File: src/rtl/burst_split_pkg.sv
package burst_split_pkg;

  // ------------------------------
  // Bus field widths
  // ------------------------------
  typedef logic [31:0] addr_t;
  typedef logic [31:0] data_t;
  typedef logic [3:0]  strb_t;
  typedef logic [3:0]  id_t;
  typedef logic [7:0]  len_t;
  typedef logic [2:0]  size_t;
  typedef logic [1:0]  burst_t;
  typedef logic [1:0]  resp_t;

  // ------------------------------
  // AXI encodings
  // ------------------------------
  localparam burst_t BURST_FIXED = 2'd0;
  localparam burst_t BURST_INCR  = 2'd1;

  localparam resp_t RESP_OKAY   = 2'd0;
  localparam resp_t RESP_SLVERR = 2'd2;

  // Outstanding bursts per direction
  localparam int unsigned MAX_TXNS = 4;
  localparam int unsigned QIDX_W   = $clog2(MAX_TXNS);

  // ------------------------------
  // State machines
  // ------------------------------
  typedef enum logic {IDLE, BUSY} ax_state_e;
  typedef enum logic {FWD, HOLD} rsp_state_e;

endpackage

File: src/rtl/len_queue_if.sv
`timescale 1ns/1ps

interface len_queue_if import burst_split_pkg::*; ();

  // Allocation side, written once per accepted burst
  logic alloc_valid;
  len_t alloc_len;
  logic alloc_ready;

  // Count side, one decrement per response beat
  logic cnt_valid;
  logic cnt_last;
  logic cnt_dec;

  modport splitter (
    output alloc_valid,
    output alloc_len,
    input  alloc_ready
  );

  modport queue (
    input  alloc_valid,
    input  alloc_len,
    output alloc_ready,
    output cnt_valid,
    output cnt_last,
    input  cnt_dec
  );

  modport consumer (
    input  cnt_valid,
    input  cnt_last,
    output cnt_dec
  );

endinterface

File: src/rtl/ax_splitter.sv
`timescale 1ns/1ps

module ax_splitter import burst_split_pkg::*; (
  input  logic   clk_i,
  input  logic   reset_i,
  // Upstream address channel
  input  id_t    id_i,
  input  addr_t  addr_i,
  input  len_t   len_i,
  input  size_t  size_i,
  input  burst_t burst_i,
  input  logic   valid_i,
  output logic   ready_o,
  // Downstream single-beat requests
  output id_t    id_o,
  output addr_t  addr_o,
  output size_t  size_o,
  output burst_t burst_o,
  output logic   valid_o,
  input  logic   ready_i,
  len_queue_if.splitter q
);

  ax_state_e state_q, state_d;
  id_t       id_q, id_d;
  addr_t     addr_q, addr_d;
  size_t     size_q, size_d;
  burst_t    burst_q, burst_d;
  // Beats still to send after the current one
  len_t      len_q, len_d;

  assign q.alloc_len = len_i;

  always_comb begin
    state_d       = state_q;
    id_d          = id_q;
    addr_d        = addr_q;
    size_d        = size_q;
    burst_d       = burst_q;
    len_d         = len_q;
    id_o          = id_i;
    addr_o        = addr_i;
    size_o        = size_i;
    burst_o       = burst_i;
    valid_o       = 1'b0;
    ready_o       = 1'b0;
    q.alloc_valid = 1'b0;
    unique case (state_q)
      IDLE: begin
        if (valid_i && q.alloc_ready) begin
          valid_o = 1'b1;
          if (len_i == '0) begin
            // Single beat, nothing to split
            if (ready_i) begin
              ready_o       = 1'b1;
              q.alloc_valid = 1'b1;
            end
          end else begin
            // Take the burst now and offer its first beat right away
            ready_o       = 1'b1;
            q.alloc_valid = 1'b1;
            id_d          = id_i;
            size_d        = size_i;
            burst_d       = burst_i;
            addr_d        = addr_i;
            len_d         = len_i;
            if (ready_i) begin
              len_d = len_i - 1'b1;
              if (burst_i == BURST_INCR) begin
                addr_d = addr_i + (addr_t'(1) << size_i);
              end
            end
            state_d = BUSY;
          end
        end
      end
      BUSY: begin
        id_o    = id_q;
        addr_o  = addr_q;
        size_o  = size_q;
        burst_o = burst_q;
        valid_o = 1'b1;
        if (ready_i) begin
          if (len_q == '0) begin
            state_d = IDLE;
          end else begin
            len_d = len_q - 1'b1;
            // FIXED bursts keep the address
            if (burst_q == BURST_INCR) begin
              addr_d = addr_q + (addr_t'(1) << size_q);
            end
          end
        end
      end
      default: state_d = IDLE;
    endcase
  end

  always_ff @(posedge clk_i) begin
    if (reset_i) begin
      state_q <= IDLE;
    end else begin
      state_q <= state_d;
    end
  end

  always_ff @(posedge clk_i) begin
    id_q    <= id_d;
    addr_q  <= addr_d;
    size_q  <= size_d;
    burst_q <= burst_d;
    len_q   <= len_d;
  end

  // Upstream master sends only INCR or FIXED bursts
  assume property (@(posedge clk_i) disable iff (reset_i)
    valid_i && (len_i != '0) |-> (burst_i == BURST_INCR) || (burst_i == BURST_FIXED));

  // A refused first beat of an accepted burst is offered again from the register
  assert property (@(posedge clk_i) disable iff (reset_i)
    valid_i && ready_o && (len_i != '0) && !ready_i |=>
      valid_o && (addr_o == $past(addr_i)) && (id_o == $past(id_i)))
    else $error("refused first beat of a burst was not offered again");

endmodule

File: src/rtl/burst_len_queue.sv
`timescale 1ns/1ps

module burst_len_queue import burst_split_pkg::*; #(
  parameter int unsigned DEPTH = MAX_TXNS
) (
  input  logic clk_i,
  input  logic reset_i,
  len_queue_if.queue q
);

  len_t              mem [DEPTH];
  logic [QIDX_W-1:0] wr_ptr_q, rd_ptr_q;
  logic [QIDX_W:0]   used_q;
  // Head counter takes over once the head entry sees its first beat
  logic              head_busy_q;
  len_t              head_cnt_q;
  len_t              head_cnt;
  logic              push, pop;

  function automatic logic [QIDX_W-1:0] next_ptr(input logic [QIDX_W-1:0] ptr);
    logic [QIDX_W-1:0] last_idx;
    last_idx = QIDX_W'(DEPTH - 1);
    return (ptr == last_idx) ? '0 : ptr + 1'b1;
  endfunction

  assign head_cnt      = head_busy_q ? head_cnt_q : mem[rd_ptr_q];
  assign q.cnt_valid   = (used_q != '0);
  assign q.cnt_last    = (head_cnt == '0);
  assign q.alloc_ready = (used_q != (QIDX_W + 1)'(DEPTH));

  assign push = q.alloc_valid && q.alloc_ready;
  assign pop  = q.cnt_dec && q.cnt_last;

  always_ff @(posedge clk_i) begin
    if (reset_i) begin
      wr_ptr_q    <= '0;
      rd_ptr_q    <= '0;
      used_q      <= '0;
      head_busy_q <= 1'b0;
    end else begin
      if (push) begin
        wr_ptr_q <= next_ptr(wr_ptr_q);
      end
      if (pop) begin
        rd_ptr_q <= next_ptr(rd_ptr_q);
      end
      if (push && !pop) begin
        used_q <= used_q + 1'b1;
      end else if (pop && !push) begin
        used_q <= used_q - 1'b1;
      end
      if (q.cnt_dec) begin
        head_busy_q <= !q.cnt_last;
      end
    end
  end

  always_ff @(posedge clk_i) begin
    if (push) begin
      mem[wr_ptr_q] <= q.alloc_len;
    end
    if (q.cnt_dec) begin
      head_cnt_q <= head_cnt - 1'b1;
    end
  end

  // Consumers only count beats of a burst that is known
  assert property (@(posedge clk_i) disable iff (reset_i)
    q.cnt_dec |-> q.cnt_valid)
    else $error("beat counted with empty length queue");

endmodule

File: src/rtl/b_merger.sv
`timescale 1ns/1ps

module b_merger import burst_split_pkg::*; (
  input  logic  clk_i,
  input  logic  reset_i,
  // Downstream B
  input  id_t   b_id_i,
  input  resp_t b_resp_i,
  input  logic  b_valid_i,
  output logic  b_ready_o,
  // Upstream B
  output id_t   b_id_o,
  output resp_t b_resp_o,
  output logic  b_valid_o,
  input  logic  b_ready_i,
  len_queue_if.consumer q
);

  rsp_state_e state_q, state_d;
  // Sticky error of the burst in flight, bit 1 marks SLVERR and DECERR
  logic       err_q, err_d;
  logic       merged_err;

  assign b_id_o     = b_id_i;
  assign merged_err = err_q || b_resp_i[1];
  assign b_resp_o   = merged_err ? RESP_SLVERR : b_resp_i;

  always_comb begin
    state_d   = state_q;
    err_d     = err_q;
    b_valid_o = 1'b0;
    b_ready_o = 1'b0;
    q.cnt_dec = 1'b0;
    unique case (state_q)
      FWD: begin
        if (b_valid_i && q.cnt_valid) begin
          q.cnt_dec = 1'b1;
          if (!q.cnt_last) begin
            // Swallow this beat and remember its error
            b_ready_o = 1'b1;
            err_d     = merged_err;
          end else begin
            b_valid_o = 1'b1;
            if (b_ready_i) begin
              b_ready_o = 1'b1;
              err_d     = 1'b0;
            end else begin
              state_d = HOLD;
              err_d   = merged_err;
            end
          end
        end
      end
      HOLD: begin
        b_valid_o = b_valid_i;
        if (b_valid_i && b_ready_i) begin
          b_ready_o = 1'b1;
          err_d     = 1'b0;
          state_d   = FWD;
        end
      end
      default: state_d = FWD;
    endcase
  end

  always_ff @(posedge clk_i) begin
    if (reset_i) begin
      state_q <= FWD;
      err_q   <= 1'b0;
    end else begin
      state_q <= state_d;
      err_q   <= err_d;
    end
  end

  // Every downstream B belongs to a write burst still in the queue
  assert property (@(posedge clk_i) disable iff (reset_i)
    b_valid_i |-> q.cnt_valid || (state_q == HOLD))
    else $error("B response without an outstanding write burst");

endmodule

File: src/rtl/r_last_gen.sv
`timescale 1ns/1ps

module r_last_gen import burst_split_pkg::*; (
  input  logic  clk_i,
  input  logic  reset_i,
  // Downstream R
  input  id_t   r_id_i,
  input  data_t r_data_i,
  input  resp_t r_resp_i,
  input  logic  r_valid_i,
  output logic  r_ready_o,
  // Upstream R
  output id_t   r_id_o,
  output data_t r_data_o,
  output resp_t r_resp_o,
  output logic  r_last_o,
  output logic  r_valid_o,
  input  logic  r_ready_i,
  len_queue_if.consumer q
);

  rsp_state_e state_q, state_d;
  logic       last_q, last_d;

  assign r_id_o   = r_id_i;
  assign r_data_o = r_data_i;
  assign r_resp_o = r_resp_i;

  always_comb begin
    state_d   = state_q;
    last_d    = last_q;
    r_last_o  = 1'b0;
    r_valid_o = 1'b0;
    r_ready_o = 1'b0;
    q.cnt_dec = 1'b0;
    unique case (state_q)
      FWD: begin
        if (r_valid_i && q.cnt_valid) begin
          // Beat is counted now, even if upstream stalls
          q.cnt_dec = 1'b1;
          r_valid_o = 1'b1;
          r_last_o  = q.cnt_last;
          last_d    = q.cnt_last;
          if (r_ready_i) begin
            r_ready_o = 1'b1;
          end else begin
            state_d = HOLD;
          end
        end
      end
      HOLD: begin
        r_valid_o = r_valid_i;
        r_last_o  = last_q;
        if (r_valid_i && r_ready_i) begin
          r_ready_o = 1'b1;
          state_d   = FWD;
        end
      end
      default: state_d = FWD;
    endcase
  end

  always_ff @(posedge clk_i) begin
    if (reset_i) begin
      state_q <= FWD;
    end else begin
      state_q <= state_d;
    end
  end

  always_ff @(posedge clk_i) begin
    last_q <= last_d;
  end

  // Every downstream R belongs to a read burst still in the queue
  assert property (@(posedge clk_i) disable iff (reset_i)
    r_valid_i |-> q.cnt_valid || (state_q == HOLD))
    else $error("R beat without an outstanding read burst");

endmodule

File: src/rtl/burst_splitter.sv
`timescale 1ns/1ps

module burst_splitter import burst_split_pkg::*; (
  input  logic   clk_i,
  input  logic   reset_i,
  // ------------------------------
  // Upstream (slave side)
  // ------------------------------
  input  id_t    aw_id_s_i,
  input  addr_t  aw_addr_s_i,
  input  len_t   aw_len_s_i,
  input  size_t  aw_size_s_i,
  input  burst_t aw_burst_s_i,
  input  logic   aw_valid_s_i,
  output logic   aw_ready_s_o,
  input  data_t  w_data_s_i,
  input  strb_t  w_strb_s_i,
  input  logic   w_valid_s_i,
  output logic   w_ready_s_o,
  output id_t    b_id_s_o,
  output resp_t  b_resp_s_o,
  output logic   b_valid_s_o,
  input  logic   b_ready_s_i,
  input  id_t    ar_id_s_i,
  input  addr_t  ar_addr_s_i,
  input  len_t   ar_len_s_i,
  input  size_t  ar_size_s_i,
  input  burst_t ar_burst_s_i,
  input  logic   ar_valid_s_i,
  output logic   ar_ready_s_o,
  output id_t    r_id_s_o,
  output data_t  r_data_s_o,
  output resp_t  r_resp_s_o,
  output logic   r_last_s_o,
  output logic   r_valid_s_o,
  input  logic   r_ready_s_i,
  // ------------------------------
  // Downstream (master side)
  // ------------------------------
  output id_t    aw_id_m_o,
  output addr_t  aw_addr_m_o,
  output len_t   aw_len_m_o,
  output size_t  aw_size_m_o,
  output burst_t aw_burst_m_o,
  output logic   aw_valid_m_o,
  input  logic   aw_ready_m_i,
  output data_t  w_data_m_o,
  output strb_t  w_strb_m_o,
  output logic   w_last_m_o,
  output logic   w_valid_m_o,
  input  logic   w_ready_m_i,
  input  id_t    b_id_m_i,
  input  resp_t  b_resp_m_i,
  input  logic   b_valid_m_i,
  output logic   b_ready_m_o,
  output id_t    ar_id_m_o,
  output addr_t  ar_addr_m_o,
  output len_t   ar_len_m_o,
  output size_t  ar_size_m_o,
  output burst_t ar_burst_m_o,
  output logic   ar_valid_m_o,
  input  logic   ar_ready_m_i,
  input  id_t    r_id_m_i,
  input  data_t  r_data_m_i,
  input  resp_t  r_resp_m_i,
  input  logic   r_valid_m_i,
  output logic   r_ready_m_o
);

  len_queue_if wr_q ();
  len_queue_if rd_q ();

  // Every downstream request is a single beat
  assign aw_len_m_o = '0;
  assign ar_len_m_o = '0;

  // W goes straight through, each beat ends its own one-beat burst
  assign w_data_m_o  = w_data_s_i;
  assign w_strb_m_o  = w_strb_s_i;
  assign w_last_m_o  = 1'b1;
  assign w_valid_m_o = w_valid_s_i;
  assign w_ready_s_o = w_ready_m_i;

  // ------------------------------
  // Write path
  // ------------------------------
  ax_splitter u_aw_split (
    .clk_i   (clk_i),
    .reset_i (reset_i),
    .id_i    (aw_id_s_i),
    .addr_i  (aw_addr_s_i),
    .len_i   (aw_len_s_i),
    .size_i  (aw_size_s_i),
    .burst_i (aw_burst_s_i),
    .valid_i (aw_valid_s_i),
    .ready_o (aw_ready_s_o),
    .id_o    (aw_id_m_o),
    .addr_o  (aw_addr_m_o),
    .size_o  (aw_size_m_o),
    .burst_o (aw_burst_m_o),
    .valid_o (aw_valid_m_o),
    .ready_i (aw_ready_m_i),
    .q       (wr_q.splitter)
  );

  burst_len_queue u_wr_queue (
    .clk_i   (clk_i),
    .reset_i (reset_i),
    .q       (wr_q.queue)
  );

  b_merger u_b_merge (
    .clk_i     (clk_i),
    .reset_i   (reset_i),
    .b_id_i    (b_id_m_i),
    .b_resp_i  (b_resp_m_i),
    .b_valid_i (b_valid_m_i),
    .b_ready_o (b_ready_m_o),
    .b_id_o    (b_id_s_o),
    .b_resp_o  (b_resp_s_o),
    .b_valid_o (b_valid_s_o),
    .b_ready_i (b_ready_s_i),
    .q         (wr_q.consumer)
  );

  // ------------------------------
  // Read path
  // ------------------------------
  ax_splitter u_ar_split (
    .clk_i   (clk_i),
    .reset_i (reset_i),
    .id_i    (ar_id_s_i),
    .addr_i  (ar_addr_s_i),
    .len_i   (ar_len_s_i),
    .size_i  (ar_size_s_i),
    .burst_i (ar_burst_s_i),
    .valid_i (ar_valid_s_i),
    .ready_o (ar_ready_s_o),
    .id_o    (ar_id_m_o),
    .addr_o  (ar_addr_m_o),
    .size_o  (ar_size_m_o),
    .burst_o (ar_burst_m_o),
    .valid_o (ar_valid_m_o),
    .ready_i (ar_ready_m_i),
    .q       (rd_q.splitter)
  );

  burst_len_queue u_rd_queue (
    .clk_i   (clk_i),
    .reset_i (reset_i),
    .q       (rd_q.queue)
  );

  r_last_gen u_r_last (
    .clk_i     (clk_i),
    .reset_i   (reset_i),
    .r_id_i    (r_id_m_i),
    .r_data_i  (r_data_m_i),
    .r_resp_i  (r_resp_m_i),
    .r_valid_i (r_valid_m_i),
    .r_ready_o (r_ready_m_o),
    .r_id_o    (r_id_s_o),
    .r_data_o  (r_data_s_o),
    .r_resp_o  (r_resp_s_o),
    .r_last_o  (r_last_s_o),
    .r_valid_o (r_valid_s_o),
    .r_ready_i (r_ready_s_i),
    .q         (rd_q.consumer)
  );

endmodule

File: config.mk
export PLATFORM = sky130hd
export DESIGN_NAME = burst_splitter
export DESIGN_NICKNAME = d
export VERILOG_FILES = /design/src/rtl/burst_split_pkg.sv /design/src/rtl/len_queue_if.sv /design/src/rtl/ax_splitter.sv /design/src/rtl/burst_len_queue.sv /design/src/rtl/b_merger.sv /design/src/rtl/r_last_gen.sv /design/src/rtl/burst_splitter.sv
export SDC_FILE = /design/constraint.sdc
export NUM_CORES = 1
export LEC_CHECK = 0
export ABC_AREA = 1
export BUFFER_PORTS_ARGS = -buffer_cell sky130_fd_sc_hd__buf_2
export CAP_MARGIN = 20
export CORE_UTILIZATION = 40
export CTS_CLUSTER_DIAMETER = 50
export DETAILED_ROUTE_END_ITERATION = 8
export GPL_ROUTABILITY_DRIVEN = 0
export PLACE_DENSITY_LB_ADDON = 0.2
export SLEW_MARGIN = 20
export SYNTH_ARGS = -nofsm -noshare
export SYNTH_HDL_FRONTEND = slang
export SYNTH_SLANG_ARGS = --single-unit
File: constraint.sdc
create_clock -name clk_i -period 6.6 [get_ports clk_i]
set_clock_uncertainty 0.2 [all_clocks]
set_input_delay 0.66 -clock clk_i [delete_from_list [all_inputs] [get_ports clk_i]]
set_output_delay 0.66 -clock clk_i [all_outputs]
set_load 0.02 [all_outputs]
-- After elaboration in Yosys (flattened, before gate mapping)
Memories as Yosys holds them, arrays and structs flattened. A register that Yosys moved wholly into a read port is not among the register bits.
Cells that the tools add are included.
- register bits: 136
- bits in writable memories: 64
- output and inout bits: 190
- memories kept: 2
- memory list (name ; words ; width ; read ports ; clocked after memory_dff ; write ports ; line ; RTL):
    u_rd_queue.mem ; 4 ; 8 ; 1 ; 1 ; 1 ; burst_len_queue.sv:11 ; len_t mem [DEPTH];
    u_wr_queue.mem ; 4 ; 8 ; 1 ; 1 ; 1 ; burst_len_queue.sv:11 ;
- $add $sub $neg: 18
- equal/unequal tests: 22
- shifts and indexed selects: 4
- muxes and demuxes: 110
- bitwise operators: 6
- reduce and logical (&&, ||, !) cells: 39
- operators by type and width (operator ; count):
    two-way mux 32 bit ; 16
    adder 32 bit ; 4
    one-hot mux 32 bit (2 select lines) ; 2
    left shift 1 x 3 -> 32 bit, first input constant ; 4
    two-way mux 8 bit ; 12
    zero test 8 bit ; 6
    subtractor 8 x 1 -> 8 bit, second input constant ; 6
    two-way mux 1 bit ; 47
    one-hot mux 8 bit (2 select lines) ; 2
    one-hot mux 1 bit (2 select lines) ; 12
    two-way mux 2 bit ; 11
    two-way mux 3 bit ; 6
    inequality test 2 bit, second input constant ; 9
    logical AND 1 bit ; 14
    AND reduction 5 bit ; 2
    adder 2 x 1 -> 2 bit, second input constant ; 4
    == test 2 x 1 -> 1 bit, second input constant ; 4
    == test 2 bit, second input constant ; 4
    two-way mux 4 bit ; 2
    AND reduction 4 bit ; 2
    adder 3 x 1 -> 3 bit, second input constant ; 2
    zero test 1 bit ; 6
    inequality test 2 x 1 -> 1 bit, second input constant ; 3
    inequality test 3 bit, second input constant ; 2
    7 further kinds ; 17

-- Logic depth before layout (Yosys ltp)
- word-level depth: 9
- mapped depth: 20
- gate-level depth less buffers: 18

-- Cells and area by module
From an unflattened synthesis, not the netlist that was laid out.
- cell total of the unflattened synthesis: 2436
- area, all modules: 16903.7 um2
- modules (own cells, without submodules) (module ; times used ; cells an instance ; area each (um2) ; sequential area each (um2)):
    ax_splitter at u_aw_split ; 1 ; 914 ; 5595.4 ; 1491.4
    ax_splitter at u_ar_split ; 1 ; 906 ; 5496.5 ; 1491.4
    burst_len_queue at u_wr_queue ; 1 ; 237 ; 2409.8 ; 1401.3
    burst_len_queue at u_rd_queue ; 1 ; 236 ; 2406.1 ; 1401.3
    burst_splitter ; 1 ; 57 ; 420.4 ; 0.0
    r_last_gen ; 1 ; 54 ; 395.4 ; 50.0
    b_merger ; 1 ; 32 ; 180.2 ; 40.0

-- Worst setup path before layout
OpenSTA, ideal clock, no wires.
- kind: input to register
- from: input ar_len_s_i[0]
- to: register u_ar_split.addr_q[0], enable pin
- setup time: 421 ps
- data arrival time: 2570 ps
- required time: 5979 ps
- slack: 3409 ps
- stages on the path: 7
- cell sequence: inv_1 > ha_1 > nand4_1 > nand2_1 > nand2_1 > nand2_1 > nor2_1
- word-level cells in the longest chain between the ends: 3
- RTL lines (element ; line ; RTL):
    start: declaration ; burst_splitter.sv:26 ; input len_t ar_len_s_i,
    zero test 8 bit ; ax_splitter.sv:52 ; if (len_i == '0) begin
    inequality test 2 bit (no line) ; n/a ;
    AND reduction 5 bit (no line) ; n/a ;
    end signal: assignment ; ax_splitter.sv:109 ; addr_q <= addr_d;
    end: declaration ; ax_splitter.sv:26 ; addr_t addr_q, addr_d;
No other way between the ends.
A chain may end at the register's enable or synchronous reset.

==> flow_summary.yaml <==
critical_path:
  arrival_ns: 2.84
  end_kind: "output port"
  crit_fanout: 17
  crit_chain: "inv_4 -> o21ai_0 -> o22ai_1 -> nand2_1 -> o21ai_0 -> inv_1 -> ha_1 -> inv_1 -> nor2_4 -> nand3_4 -> nand2_1 -> buf_2"
  slowest_stage: "dfxtp_1"
  start_kind: "flip-flop"
  worstPathRequired_ns: 5.74
  rr_worst_depth: 16
  r2r_slack_ns: 3.30
  max_stage_delay_ns: 0.73
  crit_type: "reg2out"
clocking:
  cts_inserted_buffers: 34
  root_buffer: "clkbuf_16"
  path_clk_slew_ns: 0.06
  post-cts-setup-buffer-count: 0
  cts_hold_buf: 0
  clock-sinks: 204
  cts_tree: "yes"
  clk_latency_ns: 0.54
  cts_resized: 0
  htree_levels: 2
  clock_path_buffers: 3
yosys:
  synth-seq-area-share_pct: 37.2
  ys_seq_elements: 204
  syn_inst: 2188
  yosys.area.top_type_share_pct: 34.0
  synth_area_leaders: "edfxtp_1, nand2_1, inv_1"
  synth-warning-count: 0
  synth.largest_area_cell: "edfxtp_1"
  syn_area_um2: 15800
  ys_types: 58
  avgSynthCellArea_um2: 7.22
timing:
  max_clock_freq_ghz: 0.270
  hold_ws_ns: 0.109
  maxSlewHeadroom_pct: 35.4
  post-route-min-period_ns: 3.70
  period_share_pct: 56.1
  rsz0062_at_grt: "false"
  hold_violations: 0
  fin_tns_setup_ns: 0
  setup_viol: 0
  maxSlewViolCount: 0
  worst_pin_slew_ns: 0.968
grt:
  grt-ovfl-total: 0
  grt_pass1_wl_um: 70600
  gr-usage-met3_pct: 4.14
  grt_util_met2_pct: 33.6
  grt-busiest-layer: "met2"
  globalRouteTotalUtil_pct: 21.6
  antenna_found_initial: 0
  use_met1_pct: 29.6
  grt_max_degree: 105
  grt_pass1_vias: 13970
detailed_routing:
  drt_iter0_drc: 1105
  vias: 14604
  antenna_left: 0
  wl_per_cell_um: 15.4
  vias_per_cell: 5.15
  totalWireLength_um: 43700
  first_pass_iters: 5
  drc_errors: 0
finish:
  fillers: 3996
  area_growth_pct: 11.7
  layout-drive-gt1-share_pct: 14.0
  diodes: 0
  nets: 2542
floorplan:
  fp.dieH_um: 201
  core_area_um2: 38800
  die-area_um2: 40300
  fp-row-count: 72
  initial_core_util_pct: 40.7
  die_x_um: 201
  pin_count: 380
job:
  drv_cap: 0
worst_hold_path:
  min_path_type: "in2reg"
  min_path_cells: 1
placement:
  hpwl_um: 32900
  port_buffers: 202
outcome:
  status: "complete, no violations"
power_and_ir_drop:
  peakVddDrop_mv: 0.213
  power_density_nw_per_um2: 266
  leakage_nw: 8.13
[through the flow]
step | worst slack, ns | area (µm²) | util (%) | instances | total power (W)
final | 2.90 | 17600 | 45.4 | 2835 | 0.00469
after global routing | 2.66 | 17600 | 45.4 | 2835 | 0.00495
after CTS | 2.86 | 17600 | 45.4 | 2834 | 0.00473
after detailed placement | 3.21 | 16500 | 42.6 | 2773 | 0.00297
after global placement | 3.33 | 16500 | 42.6 | 2773 | 0.00295
after floorplan | 3.41 | 15800 | - | 2203 | 0.00264
[power by group]
group / switching, W / total, W / internal (W)
Clock: 0.000660 / 0.00173 / 0.00108
Combinational: 0.000808 / 0.00117 / 0.000364
Sequential: 0.000149 / 0.00178 / 0.00163
Total: 0.00162 / 0.00469 / 0.00307
[cells in the mapped netlist, drive strengths merged]
cell type	instances
a211oi	2
a21boi	2
a21o	7
a21oi	70
a221oi	1
a22oi	1
a2bb2oi	2
a31oi	6
a32oi	4
and3	1
buf	122
clkbuf	35
clkinv	2
conb	2
dfxtp	25
edfxtp	179
fa	6
ha	54
inv	279
nand2	643
nand3	185
nand3b	9
nand4	40
nor2	166
nor3	78
nor3b	4
nor4	7
o2111ai	1
o211ai	7
o21a	2
o21ai	162
o21bai	13
o22ai	4
o31ai	3
or2	19
xnor2	10
xor2	35
[cell type report]
| cell class | count | area, µm² | area share, % |
|---|---|---|---|
| Multi-Input combinational cell | 1561 | 7880 | 44.7 |
| Clock buffer | 43 | 916 | 5.19 |
| Inverter | 281 | 1060 | 6.02 |
| Tap cell | 518 | 648 | 3.67 |
| Clock inverter | 18 | 181 | 1.03 |
| Timing Repair Buffer | 210 | 1070 | 6.07 |
| Sequential cell | 204 | 5880 | 33.3 |
[cell families (layout without fill, tap and decap cells)]
family	count (synthesis)	in the layout	synth area share (%)
fa+ha+maj	60	60	5.04
xor+xnor	45	45	2.50
simple gates	1152	1152	31.9
buf+inv	438	552	13.3
flops	204	204	37.2
compound gates	287	287	10.1
other cells	2	17	0.0476
[path summary, 6_finish.rpt]
path,startpoint,end
min reg2reg,u_b_merge.err_q,u_b_merge.err_q
max reg2reg,flip-flop,u_rd_queue.used_q[2]
max,flip-flop,r_last_s_o
min,aw_id_s_i[0],u_aw_split.id_q[0]
[cell usage in the layout, fill, tap and decap left out, types with 9 or more instances in the layout]
cell type / netlist / layout
nor2_1: 156 / 154
inv_1: 272 / 272
dfxtp_1: 25 / 23
o21ai_0: 153 / 153
or2_2: 15 / 15
xnor2_1: 10 / 10
nor3_1: 76 / 76
nand2_2: 10 / 10
xor2_1: 35 / 35
nand2_1: 631 / 631
nand3b_1: 9 / 9
nand4_1: 40 / 40
nand3_1: 179 / 179
edfxtp_1: 179 / 179
a21oi_1: 70 / 70
o21bai_1: 13 / 13
conb_1: 2 / 17
ha_1: 54 / 54
buf_2: 9 / 202
clkbuf_16: 0 / 35
[sequential cells by signal, indices dropped and copies added (netlist names), 4 cells and up, named ones only]
name                   cells
u_ar_split.addr_q         32
u_ar_split.id_q            4
u_ar_split.len_q           8
u_aw_split.addr_q         32
u_aw_split.id_q            4
u_aw_split.len_q           8
u_rd_queue.head_cnt_q      8
u_rd_queue.mem            32
u_wr_queue.head_cnt_q      8
u_wr_queue.mem            32
[layer usage]
metal  vias up  part of all wire (%)
met4         0                   3.1
met1      6707                    46
li1       7322                     -
met3        96                   6.3
met5         -                     0
met2       479                    44
[worst max-delay path: cells and delay by family, from the launching register on]
family,cells,cell delay (ns)
fa+ha+maj,1,0.15
buf+inv,4,0.58
flops,1,0.73
compound gates,3,0.41
simple gates,4,0.45
Note: power is estimated with default switching activity, not from simulation.
